<file path="src/source/pipePkg.sv">
// shared types and constants for the integer pipeline
// imported by the RTL modules and by the testbench
`default_nettype none

package pipePkg;

	// APB byte addresses
	localparam logic [11:0] AddrInstr   = 12'h000;
	localparam logic [11:0] AddrStatus  = 12'h004;
	localparam logic [11:0] AddrCtrl    = 12'h008;
	// x0 to x31 live at 0x080 through 0x0FC
	localparam logic [11:0] AddrRegBase = 12'h080;

	// ALU operations, passB carries the LUI immediate through
	typedef enum logic [3:0] {
		AluAdd,
		AluSub,
		AluSll,
		AluSlt,
		AluSltu,
		AluXor,
		AluSrl,
		AluSra,
		AluOr,
		AluAnd,
		AluPassB
	} aluOpT;

	// raw instruction word as popped from the queue
	typedef logic [31:0] fetchT;

	// decode to execute record
	typedef struct packed {
		logic [4:0]  rd;
		logic [4:0]  rs1;
		logic [4:0]  rs2;
		logic [31:0] rs1Val;
		logic [31:0] rs2Val;
		logic [31:0] imm;
		logic        useImm;
		aluOpT       aluOp;
		logic        writeEn;
	} decodedT;

	// execute to writeback record
	typedef struct packed {
		logic [4:0]  rd;
		logic [31:0] result;
		logic        writeEn;
	} wbT;

	typedef struct packed {
		logic        psel;
		logic        penable;
		logic        pwrite;
		logic [11:0] paddr;
		logic [31:0] pwdata;
	} apbReqT;

	typedef struct packed {
		logic [31:0] prdata;
		logic        pready;
		logic        pslverr;
	} apbRspT;

endpackage

`default_nettype wire

</file>
<file path="src/source/stageReg.sv">
// valid-tagged pipeline register, one instance per stage boundary
// payload type is set per instance, hold freezes it, bubble loads an empty slot
`timescale 1ns/100ps
`default_nettype none

module stageReg #(
	parameter type payloadT = logic [31:0]
) (
	input  logic    clk,
	input  logic    reset,
	input  logic    hold,
	input  logic    bubble,
	input  logic    inValid,
	input  payloadT inData,
	output logic    outValid,
	output payloadT outData
);

	always_ff @(posedge clk or negedge reset) begin
		if (!reset) begin
			outValid <= 1'b0;
			outData  <= '0;
		end else if (!hold) begin
			// bubble wins over new data
			if (bubble) begin
				outValid <= 1'b0;
				outData  <= '0;
			end else begin
				outValid <= inValid;
				outData  <= inData;
			end
		end
	end

	// a live entry never carries unknown bits downstream
	dataKnown: assert property (@(posedge clk) disable iff (!reset)
		outValid |-> !$isunknown(outData));

endmodule

`default_nettype wire

</file>
<file path="src/source/apbFrontEnd.sv">
// APB slave of the pipeline, pushes instructions into the queue
// and serves status, control and register reads
`timescale 1ns/100ps
`default_nettype none

module apbFrontEnd #(
	parameter int QueueDepth = 8
) (
	input  logic                            clk,
	input  logic                            reset,
	input  pipePkg::apbReqT                 apbReq,
	output pipePkg::apbRspT                 apbRsp,
	output logic                            push,
	output pipePkg::fetchT                  pushData,
	input  logic                            queueFull,
	input  logic                            queueEmpty,
	input  logic [$clog2(QueueDepth+1)-1:0] queueLevel,
	input  logic                            pipeEmpty,
	input  logic                            retire,
	output logic                            run,
	output logic [4:0]                      dbgAddr,
	input  logic [31:0]                     dbgData
);
	import pipePkg::*;

	logic        access;
	logic        hitInstr;
	logic        hitStatus;
	logic        hitCtrl;
	logic        hitReg;
	logic        badAccess;
	logic        stall;
	logic [15:0] retiredCount;
	logic [7:0]  levelByte;
	logic [31:0] statusWord;
	logic [31:0] readData;

	// second cycle of a transfer
	assign access = apbReq.psel && apbReq.penable;

	// address decode
	assign hitInstr  = apbReq.paddr == AddrInstr;
	assign hitStatus = apbReq.paddr == AddrStatus;
	assign hitCtrl   = apbReq.paddr == AddrCtrl;
	// word aligned register window
	assign hitReg  = (apbReq.paddr[11:7] == AddrRegBase[11:7]) && (apbReq.paddr[1:0] == 2'b00);
	assign dbgAddr = apbReq.paddr[6:2];

	// only INSTR and CTRL take writes, only STATUS, CTRL and registers give reads
	always_comb begin
		if (apbReq.pwrite) begin
			badAccess = !(hitInstr || hitCtrl);
		end else begin
			badAccess = !(hitStatus || hitCtrl || hitReg);
		end
	end

	// instruction write waits for room in the queue
	assign stall    = apbReq.pwrite && hitInstr && queueFull;
	assign push     = access && apbReq.pwrite && hitInstr && !queueFull;
	assign pushData = apbReq.pwdata;

	assign levelByte  = 8'(queueLevel);
	assign statusWord = {retiredCount, levelByte, 6'b0, pipeEmpty, queueEmpty};

	always_comb begin
		readData = '0;
		if (hitStatus) begin
			readData = statusWord;
		end else if (hitCtrl) begin
			readData = {31'b0, run};
		end else if (hitReg) begin
			readData = dbgData;
		end
	end

	// zero wait states except for the stalled push
	always_comb begin
		apbRsp.pready  = access && !stall;
		apbRsp.pslverr = access && badAccess;
		apbRsp.prdata  = (access && !apbReq.pwrite && !badAccess) ? readData : '0;
	end

	// run bit and the wrapping retire counter
	always_ff @(posedge clk or negedge reset) begin
		if (!reset) begin
			run          <= 1'b1;
			retiredCount <= '0;
		end else begin
			if (access && apbReq.pwrite && hitCtrl) begin
				run <= apbReq.pwdata[0];
			end
			if (retire) begin
				retiredCount <= retiredCount + 16'd1;
			end
		end
	end

	// a response shows up only after a setup cycle
	accessOnly: assert property (@(posedge clk) disable iff (!reset)
		(apbRsp.pready || apbRsp.pslverr) |-> access && $past(apbReq.psel));

endmodule

`default_nettype wire

</file>
<file path="src/source/instrQueue.sv">
// instruction FIFO between the APB front end and the pipeline
// head word is visible on popData, level counts stored entries
`timescale 1ns/100ps
`default_nettype none

module instrQueue #(
	parameter int QueueDepth = 8
) (
	input  logic                            clk,
	input  logic                            reset,
	input  logic                            push,
	input  pipePkg::fetchT                  pushData,
	input  logic                            pop,
	output pipePkg::fetchT                  popData,
	output logic                            full,
	output logic                            empty,
	output logic [$clog2(QueueDepth+1)-1:0] level
);
	import pipePkg::*;

	localparam int PtrWidth   = (QueueDepth > 1) ? $clog2(QueueDepth) : 1;
	localparam int LevelWidth = $clog2(QueueDepth + 1);

	fetchT                 mem [QueueDepth];
	logic [PtrWidth-1:0]   wrPtr;
	logic [PtrWidth-1:0]   rdPtr;
	logic [LevelWidth-1:0] count;

	// wrap at the depth, which need not be a power of two
	function automatic logic [PtrWidth-1:0] nextPtr(input logic [PtrWidth-1:0] ptr);
		if (ptr == PtrWidth'(QueueDepth - 1)) begin
			return '0;
		end
		return ptr + 1'b1;
	endfunction

	// storage
	always_ff @(posedge clk) begin
		if (push) begin
			mem[wrPtr] <= pushData;
		end
	end

	always_ff @(posedge clk or negedge reset) begin
		if (!reset) begin
			wrPtr <= '0;
			rdPtr <= '0;
			count <= '0;
		end else begin
			if (push) begin
				wrPtr <= nextPtr(wrPtr);
			end
			if (pop) begin
				rdPtr <= nextPtr(rdPtr);
			end
			// simultaneous push and pop leave the level alone
			case ({push, pop})
				2'b10:   count <= count + 1'b1;
				2'b01:   count <= count - 1'b1;
				default: count <= count;
			endcase
		end
	end

	assign popData = mem[rdPtr];
	assign full    = count == LevelWidth'(QueueDepth);
	assign empty   = count == '0;
	assign level   = count;

	// the front end and the pop logic in the top level respect the flags
	noOverflow: assert property (@(posedge clk) disable iff (!reset) push |-> !full);
	noUnderflow: assert property (@(posedge clk) disable iff (!reset) pop |-> !empty);

endmodule

`default_nettype wire

</file>
<file path="src/source/regFile.sv">
// 32 by 32 integer register file
// two decode read ports, one writeback port, one APB read port
`timescale 1ns/100ps
`default_nettype none

module regFile (
	input  logic        clk,
	input  logic        reset,
	input  logic [4:0]  rs1Addr,
	input  logic [4:0]  rs2Addr,
	output logic [31:0] rs1Data,
	output logic [31:0] rs2Data,
	input  logic        wrEn,
	input  logic [4:0]  wrAddr,
	input  logic [31:0] wrData,
	input  logic [4:0]  dbgAddr,
	output logic [31:0] dbgData
);

	logic [31:0] regs [32];
	logic        wrLive;

	// x0 stays zero
	assign wrLive = wrEn && (wrAddr != 5'd0);

	always_ff @(posedge clk or negedge reset) begin
		if (!reset) begin
			for (int i = 0; i < 32; i++) begin
				regs[i] <= '0;
			end
		end else if (wrLive) begin
			regs[wrAddr] <= wrData;
		end
	end

	// write before read, decode sees the value retiring this cycle
	assign rs1Data = (wrLive && (wrAddr == rs1Addr)) ? wrData : regs[rs1Addr];
	assign rs2Data = (wrLive && (wrAddr == rs2Addr)) ? wrData : regs[rs2Addr];

	assign dbgData = regs[dbgAddr];

endmodule

`default_nettype wire

</file>
<file path="src/source/decodeStage.sv">
// decode of OP, OP-IMM and LUI with register read
// purely combinational, sits between instrStage and decStage
`timescale 1ns/100ps
`default_nettype none

module decodeStage (
	input  pipePkg::fetchT   instr,
	output logic [4:0]       rs1Addr,
	output logic [4:0]       rs2Addr,
	input  logic [31:0]      rs1Data,
	input  logic [31:0]      rs2Data,
	output pipePkg::decodedT decoded
);
	import pipePkg::*;

	localparam logic [6:0] OpcodeOp    = 7'b0110011;
	localparam logic [6:0] OpcodeOpImm = 7'b0010011;
	localparam logic [6:0] OpcodeLui   = 7'b0110111;

	logic [6:0]  opcode;
	logic [2:0]  funct3;
	logic        altFunct;
	logic [31:0] immI;
	logic [31:0] immU;
	aluOpT       baseOp;

	// instruction fields
	assign opcode   = instr[6:0];
	assign funct3   = instr[14:12];
	// funct7 bit 5, also imm bit 10 for SRAI
	assign altFunct = instr[30];
	assign rs1Addr  = instr[19:15];
	assign rs2Addr  = instr[24:20];

	// sign-extended I-type, upper U-type
	assign immI = {{20{instr[31]}}, instr[31:20]};
	assign immU = {instr[31:12], 12'b0};

	// funct3 to ALU op, shared by both arithmetic groups
	always_comb begin
		case (funct3)
			3'b000:  baseOp = AluAdd;
			3'b001:  baseOp = AluSll;
			3'b010:  baseOp = AluSlt;
			3'b011:  baseOp = AluSltu;
			3'b100:  baseOp = AluXor;
			3'b101:  baseOp = altFunct ? AluSra : AluSrl;
			3'b110:  baseOp = AluOr;
			default: baseOp = AluAnd;
		endcase
	end

	always_comb begin
		decoded.rd      = instr[11:7];
		decoded.rs1     = rs1Addr;
		decoded.rs2     = rs2Addr;
		decoded.rs1Val  = rs1Data;
		decoded.rs2Val  = rs2Data;
		decoded.imm     = immI;
		decoded.useImm  = 1'b0;
		decoded.aluOp   = baseOp;
		decoded.writeEn = 1'b0;
		case (opcode)
			OpcodeOp: begin
				// SUB only exists in the register form
				if ((funct3 == 3'b000) && altFunct) begin
					decoded.aluOp = AluSub;
				end
				decoded.writeEn = 1'b1;
			end
			OpcodeOpImm: begin
				decoded.useImm  = 1'b1;
				decoded.writeEn = 1'b1;
			end
			OpcodeLui: begin
				decoded.imm     = immU;
				decoded.useImm  = 1'b1;
				decoded.aluOp   = AluPassB;
				decoded.writeEn = 1'b1;
			end
			// anything else flows through as a no-op
			default: decoded.writeEn = 1'b0;
		endcase
	end

endmodule

`default_nettype wire

</file>
<file path="src/source/executeStage.sv">
// operand bypass from writeback and the ALU
// combinational, builds the record that wbStage captures
`timescale 1ns/100ps
`default_nettype none

module executeStage (
	input  pipePkg::decodedT decoded,
	input  logic             decValid,
	input  pipePkg::wbT      wbFwd,
	input  logic             wbValid,
	output pipePkg::wbT      result
);
	import pipePkg::*;

	logic        wbLive;
	logic        fwdA;
	logic        fwdB;
	logic [31:0] opA;
	logic [31:0] opB;
	logic [4:0]  shamt;
	logic [31:0] aluOut;

	// older result still in flight, x0 never forwards
	assign wbLive = wbValid && wbFwd.writeEn && (wbFwd.rd != 5'd0);
	assign fwdA   = wbLive && (wbFwd.rd == decoded.rs1);
	assign fwdB   = wbLive && (wbFwd.rd == decoded.rs2);

	assign opA = fwdA ? wbFwd.result : decoded.rs1Val;
	// immediate forms ignore rs2 entirely
	assign opB   = decoded.useImm ? decoded.imm : (fwdB ? wbFwd.result : decoded.rs2Val);
	assign shamt = opB[4:0];

	always_comb begin
		case (decoded.aluOp)
			AluAdd:   aluOut = opA + opB;
			AluSub:   aluOut = opA - opB;
			AluSll:   aluOut = opA << shamt;
			AluSlt:   aluOut = {31'b0, $signed(opA) < $signed(opB)};
			AluSltu:  aluOut = {31'b0, opA < opB};
			AluXor:   aluOut = opA ^ opB;
			AluSrl:   aluOut = opA >> shamt;
			AluSra:   aluOut = $unsigned($signed(opA) >>> shamt);
			AluOr:    aluOut = opA | opB;
			AluAnd:   aluOut = opA & opB;
			AluPassB: aluOut = opB;
			default:  aluOut = '0;
		endcase
	end

	// an empty slot never asks for a write
	always_comb begin
		result.rd      = decoded.rd;
		result.result  = aluOut;
		result.writeEn = decoded.writeEn && decValid;
	end

endmodule

`default_nettype wire

</file>
<file path="src/source/intPipeTop.sv">
// top level of the four-stage integer pipeline behind an APB slave
// set QueueDepth here, it reaches the queue and the front end
`timescale 1ns/100ps
`default_nettype none

module intPipeTop #(
	parameter int QueueDepth = 8
) (
	input  logic            clk,
	input  logic            reset,
	input  pipePkg::apbReqT apbReq,
	output pipePkg::apbRspT apbRsp
);
	import pipePkg::*;

	localparam int LevelWidth = $clog2(QueueDepth + 1);

	logic                  push;
	logic                  pop;
	fetchT                 pushData;
	fetchT                 popData;
	logic                  queueFull;
	logic                  queueEmpty;
	logic [LevelWidth-1:0] queueLevel;
	logic                  run;
	logic                  hold;
	logic                  instrValid;
	fetchT                 instrWord;
	logic [4:0]            rs1Addr, rs2Addr;
	logic [31:0]           rs1Data, rs2Data;
	decodedT               decodedNext, decodedReg;
	logic                  decValid;
	wbT                    wbNext, wbReg;
	logic                  wbValid;
	logic                  pipeEmpty;
	logic                  retire;
	logic [4:0]            dbgAddr;
	logic [31:0]           dbgData;

	// the run bit stands in for the stage enable
	assign hold = !run;
	// pop matches the instrStage load, no bubble and no hold
	assign pop       = run && !queueEmpty;
	assign pipeEmpty = !(instrValid || decValid || wbValid);
	// counted once, on the edge where the entry leaves wbStage
	assign retire = run && wbValid;

	apbFrontEnd #(.QueueDepth(QueueDepth)) frontEnd0 (
		.clk(clk), .reset(reset), .apbReq(apbReq), .apbRsp(apbRsp),
		.push(push), .pushData(pushData), .queueFull(queueFull), .queueEmpty(queueEmpty),
		.queueLevel(queueLevel), .pipeEmpty(pipeEmpty), .retire(retire), .run(run),
		.dbgAddr(dbgAddr), .dbgData(dbgData));

	instrQueue #(.QueueDepth(QueueDepth)) queue0 (
		.clk(clk), .reset(reset), .push(push), .pushData(pushData), .pop(pop),
		.popData(popData), .full(queueFull), .empty(queueEmpty), .level(queueLevel));

	// empty queue inserts a bubble
	stageReg #(.payloadT(fetchT)) instrStage (
		.clk(clk), .reset(reset), .hold(hold), .bubble(queueEmpty), .inValid(1'b1),
		.inData(popData), .outValid(instrValid), .outData(instrWord));

	decodeStage decode0 (
		.instr(instrWord), .rs1Addr(rs1Addr), .rs2Addr(rs2Addr),
		.rs1Data(rs1Data), .rs2Data(rs2Data), .decoded(decodedNext));

	stageReg #(.payloadT(decodedT)) decStage (
		.clk(clk), .reset(reset), .hold(hold), .bubble(1'b0), .inValid(instrValid),
		.inData(decodedNext), .outValid(decValid), .outData(decodedReg));

	executeStage execute0 (
		.decoded(decodedReg), .decValid(decValid), .wbFwd(wbReg), .wbValid(wbValid),
		.result(wbNext));

	stageReg #(.payloadT(wbT)) wbStage (
		.clk(clk), .reset(reset), .hold(hold), .bubble(1'b0), .inValid(decValid),
		.inData(wbNext), .outValid(wbValid), .outData(wbReg));

	// writeback port, also the APB read side
	regFile regs0 (
		.clk(clk), .reset(reset), .rs1Addr(rs1Addr), .rs2Addr(rs2Addr),
		.rs1Data(rs1Data), .rs2Data(rs2Data), .wrEn(wbValid && wbReg.writeEn),
		.wrAddr(wbReg.rd), .wrData(wbReg.result), .dbgAddr(dbgAddr), .dbgData(dbgData));

endmodule

`default_nettype wire

</file>
<file path="config.mk">
export PLATFORM = sky130hd
export DESIGN_NAME = intPipeTop
export DESIGN_NICKNAME = d
export VERILOG_FILES = /design/src/source/pipePkg.sv /design/src/source/stageReg.sv /design/src/source/apbFrontEnd.sv /design/src/source/instrQueue.sv /design/src/source/regFile.sv /design/src/source/decodeStage.sv /design/src/source/executeStage.sv /design/src/source/intPipeTop.sv
export SDC_FILE = /design/constraint.sdc
export NUM_CORES = 2
export LEC_CHECK = 0
export ABC_AREA = 0
export BUFFER_PORTS_ARGS = -buffer_cell sky130_fd_sc_hd__buf_4
export CORE_AREA = 2 2 406 569
export DETAILED_ROUTE_END_ITERATION = 8
export DIE_AREA = 0 0 408 571
export HOLD_SLACK_MARGIN = 0.02
export PLACE_DENSITY = 0.6
export SLEW_MARGIN = 20
export SYNTH_ARGS = -nofsm -noshare
export SYNTH_HDL_FRONTEND = slang
export SYNTH_SLANG_ARGS = --single-unit
export TNS_END_PERCENT = 50
</file>
<file path="constraint.sdc">
create_clock -name clk -period 6.8 [get_ports clk]
set_clock_uncertainty 0.1 [all_clocks]
set_input_delay 1.7 -clock clk [delete_from_list [all_inputs] [get_ports clk]]
set_output_delay 1.7 -clock clk [all_outputs]
set_load 0.05 [all_outputs]
</file>
==> results.yml <==
worst_setup_path:
  cp_slowest_stage_delay_ps: 560
  cp.depth: 10
  crit_buf_inv: 4
  cpMaxStageDelayCell: "mux4_2"
  cp.arrival_ps: 4850
  critical_path_class: "in2out"
  end_kind: "output pin"
  required_ps: 5000
  critPathTopFamily: "multiplexers"
  r2r_cells: 20
  start_kind: "primary input"
  path_cells: "buf_8 -> buf_12 -> mux4_2 -> mux4_2 -> mux2i_1 -> buf_4 -> nor2_1 -> a21oi_1 -> nor2_1 -> buf_4"
  path_max_fanout: 37
sta:
  worst_slack_ps: 148.4
  fin_setup_tns_ps: 0
  final.min_clock_period_ps: 6652
  worst_pin_slew_ps: 1226
  hold_viol: 0
  finalSetupViolations: 0
  maxSlewHeadroom_pct: 18.07
  drv_slew: 0
  finalCritPeriodShare_pct: 97.82
  max_freq_ghz: 0.1503
  rsz0062_at_grt: "false"
power:
  ir_drop_mv: 0.2072
  powerDensity_nw_per_um2: 182.7
  leakage_uw: 0.04155
yosys:
  syn_nets: 6842
  synth_flop_cell: "dfrtp_1"
  ys_seq_area_share_pct: 42.73
  syn-mean-instance-area_um2: 13.56
  synth.cell_area_um2: 90680
  ys_ff_latch: 1497
  synth_edf_count: 256
  async_flop_share_pct: 82.90
  ys_types: 85
  syn_inst: 6685
  yosysWarnings: 0
place:
  io_buffers: 82
  dp_hpwl_um: 215200
  dp_cells: 9432
  dp_slack_ps: 31.41
  gp_congestion: 1.024
routing:
  ant_nets: 0
  via_count: 64170
  wirelength_um: 341400
  dr.first_iter.drc_count: 7357
  dr.pass1.iters: 6
  wire_per_inst_um: 35.18
  viasPerCell: 6.613
  drc: 0
die:
  pin_count: 83
  die-area_um2: 233000
  fp-row-count: 208
  initial_core_util_pct: 39.73
  fp.dieH_um: 571
  coreArea_um2: 228200
  die_x_um: 408
cells_and_area:
  n_fill_cell: 20440
  area_delta_synth_final_pct: 11.12
  final_cell_count_no_fill: 9704
  multi_input_area_um2: 48990
  nNetsFinal: 6702
  layout-drive-gt1-share_pct: 41.35
  area.sequential_um2: 38780
  post-route-util_pct: 44.15
clocking:
  cts_tree: "done"
  cts_max_level: 4
  worstSkewPairLatency_ps: 830
  path_clk_slew_ps: 60
  clockBufferDepth: 4
  cts-root-buf: "clkbuf_16"
  cts_inserted_buffers: 156
  clock_sinks: 1497
grt:
  antenna_found_initial: 13
  grt_pass1_vias: 65720
  grt_max_degree: 181
  grt_pass1_wl_um: 489900
  track_usage_pct: 29.10
  overflow: 0
min_path:
  min_path_type: "reg2reg"
  whs_path_depth: 0
run:
  cap_viol_max_count: 0
outcome:
  outcome: "finished, final reports clean"
registers in the layout, indices dropped and copies added, names as in the netlist:
register,flops
regs0.regs,1024
wbStage.outValid,1
frontEnd0.retiredCount,16
wbStage.outData,38
frontEnd0.run,1
queue0.wrPtr,3
instrStage.outData,32
decStage.outValid,1
instrStage.outValid,1
queue0.level,4
decStage.outData,117
queue0.mem,256
queue0.rdPtr,3
cell families after synthesis:
group | after synthesis | synth area share (%)
AO/OA/AOI/OAI | 929 | 6.699
XOR/XNOR | 57 | 0.5505
adder cells (fa/ha/maj) | 108 | 1.515
buffers and inverters | 879 | 3.674
flip-flops | 1497 | 42.73
multiplexers | 2224 | 40.06
AND/OR/NAND/NOR | 991 | 4.771
cell usage after synthesis (all sizes together) (11+ instances only):
master / number / area share [%]
nor2: 255 / 1.1
ha: 105 / 1.4
mux2: 977 / 12
mux4: 1026 / 25
o2111ai: 12 / 0.12
o2bb2ai: 38 / 0.37
a21oi: 193 / 1.1
nor4: 16 / 0.11
nor3: 66 / 0.37
xnor2: 35 / 0.34
o211ai: 90 / 0.75
a21o: 15 / 0.12
nor2b: 29 / 0.20
buf: 146 / 0.64
a32oi: 12 / 0.12
clkbuf: 546 / 2.3
inv: 186 / 0.77
o221ai: 30 / 0.29
o21ai: 270 / 1.5
edfxtp: 256 / 8.5
a211oi: 28 / 0.24
nand2b: 21 / 0.14
xor2: 22 / 0.21
a31oi: 26 / 0.18
a221oi: 24 / 0.24
nand3: 118 / 0.65
nand2: 417 / 1.7
dfrtp: 1240 / 34
mux2i: 221 / 2.4
a22oi: 23 / 0.19
o22ai: 36 / 0.25
or3: 11 / 0.076
final timing paths:
path	slack (ps)	startpoint	endpoint
hold / removal	320	regs0.regs[1004]$_DFFE_PN0P_	regs0.regs[1004]$_DFFE_PN0P_
setup / recovery	150	apbReq[34]	apbRsp[20]
setup reg to reg	610	wbStage.outData[35]$_DFFE_PN0P_	wbStage.outData[9]$_DFFE_PN0P_
max in group asynchronous	4280	reset	instrStage.outData[21]$_DFFE_PN0P_
min in group asynchronous	740	reset	regs0.regs[988]$_DFFE_PN0P_
hold reg to reg	320	regs0.regs[1004]$_DFFE_PN0P_	regs0.regs[1004]$_DFFE_PN0P_
through the flow:
step | power [uW] | hold WS (ps) | instance area [um2]
after global placement | 9766 | 295.8 | 95630
final | 18410 | 320.0 | 100800
after floorplan | 9478 | 345.7 | 90680
after CTS | 18530 | 319.3 | 100800
after global routing | 18880 | 333.7 | 100800
after detailed placement | 9777 | 304.8 | 95650
where the power goes:
| part | switching [uW] | total (uW) | internal, uW |
|---|---|---|---|
| sequential | 3.96 | 9120 | 9120 |
| combinational | 334 | 471 | 136 |
| clock | 3810 | 8810 | 5010 |
| total | 4150 | 18400 | 14300 |
placed cells by master, fill, tap and decap left out, types with 29 or more instances in the layout:
master and count:
a21oi_1 193, buf_12 29, buf_4 361, clkbuf_16 158, clkinv_2 30, dfrtp_1 1226
edfxtp_1 256, ha_1 105, inv_1 174, mux2_2 976, mux2i_1 218, mux4_2 1026
nand2_1 400, nand3_1 115, nor2_1 235, nor2b_1 29, nor3_1 59, o211ai_1 90
o21ai_0 266, o221ai_1 30, o22ai_1 36, o2bb2ai_1 38, xnor2_1 35
routing by layer:
metal,share of wire (%),global-route usage (%),wire length (um),vias to the layer above
li1,-,-,-,25700
met1,36,34.94,123200,33910
met2,47,47.25,162100,3423
met3,7.8,5.602,26670,1131
met4,8.6,20.52,29340,12
met5,0.025,0,85,-
timing repair:
action / 4_1_cts / 5_1_grt
endpoints found under the hold margin: 0 / 0
hold buffers: 0 / 0
endpoints found under the setup margin: 0 / 1
setup buffers: 0 / 0
gates resized for setup: 0 / 1
layout make-up:
class,count,share of cell area (%)
multi-input combinational,4309,48.62
sequential,1497,38.49
clock buffer,204,4.344
tap,3045,3.781
timing repair buffer,394,3.334
clock inverter,65,0.7165
inverter,187,0.7065
antenna,3,0.007450
Power figures use the tool's default switching activity.
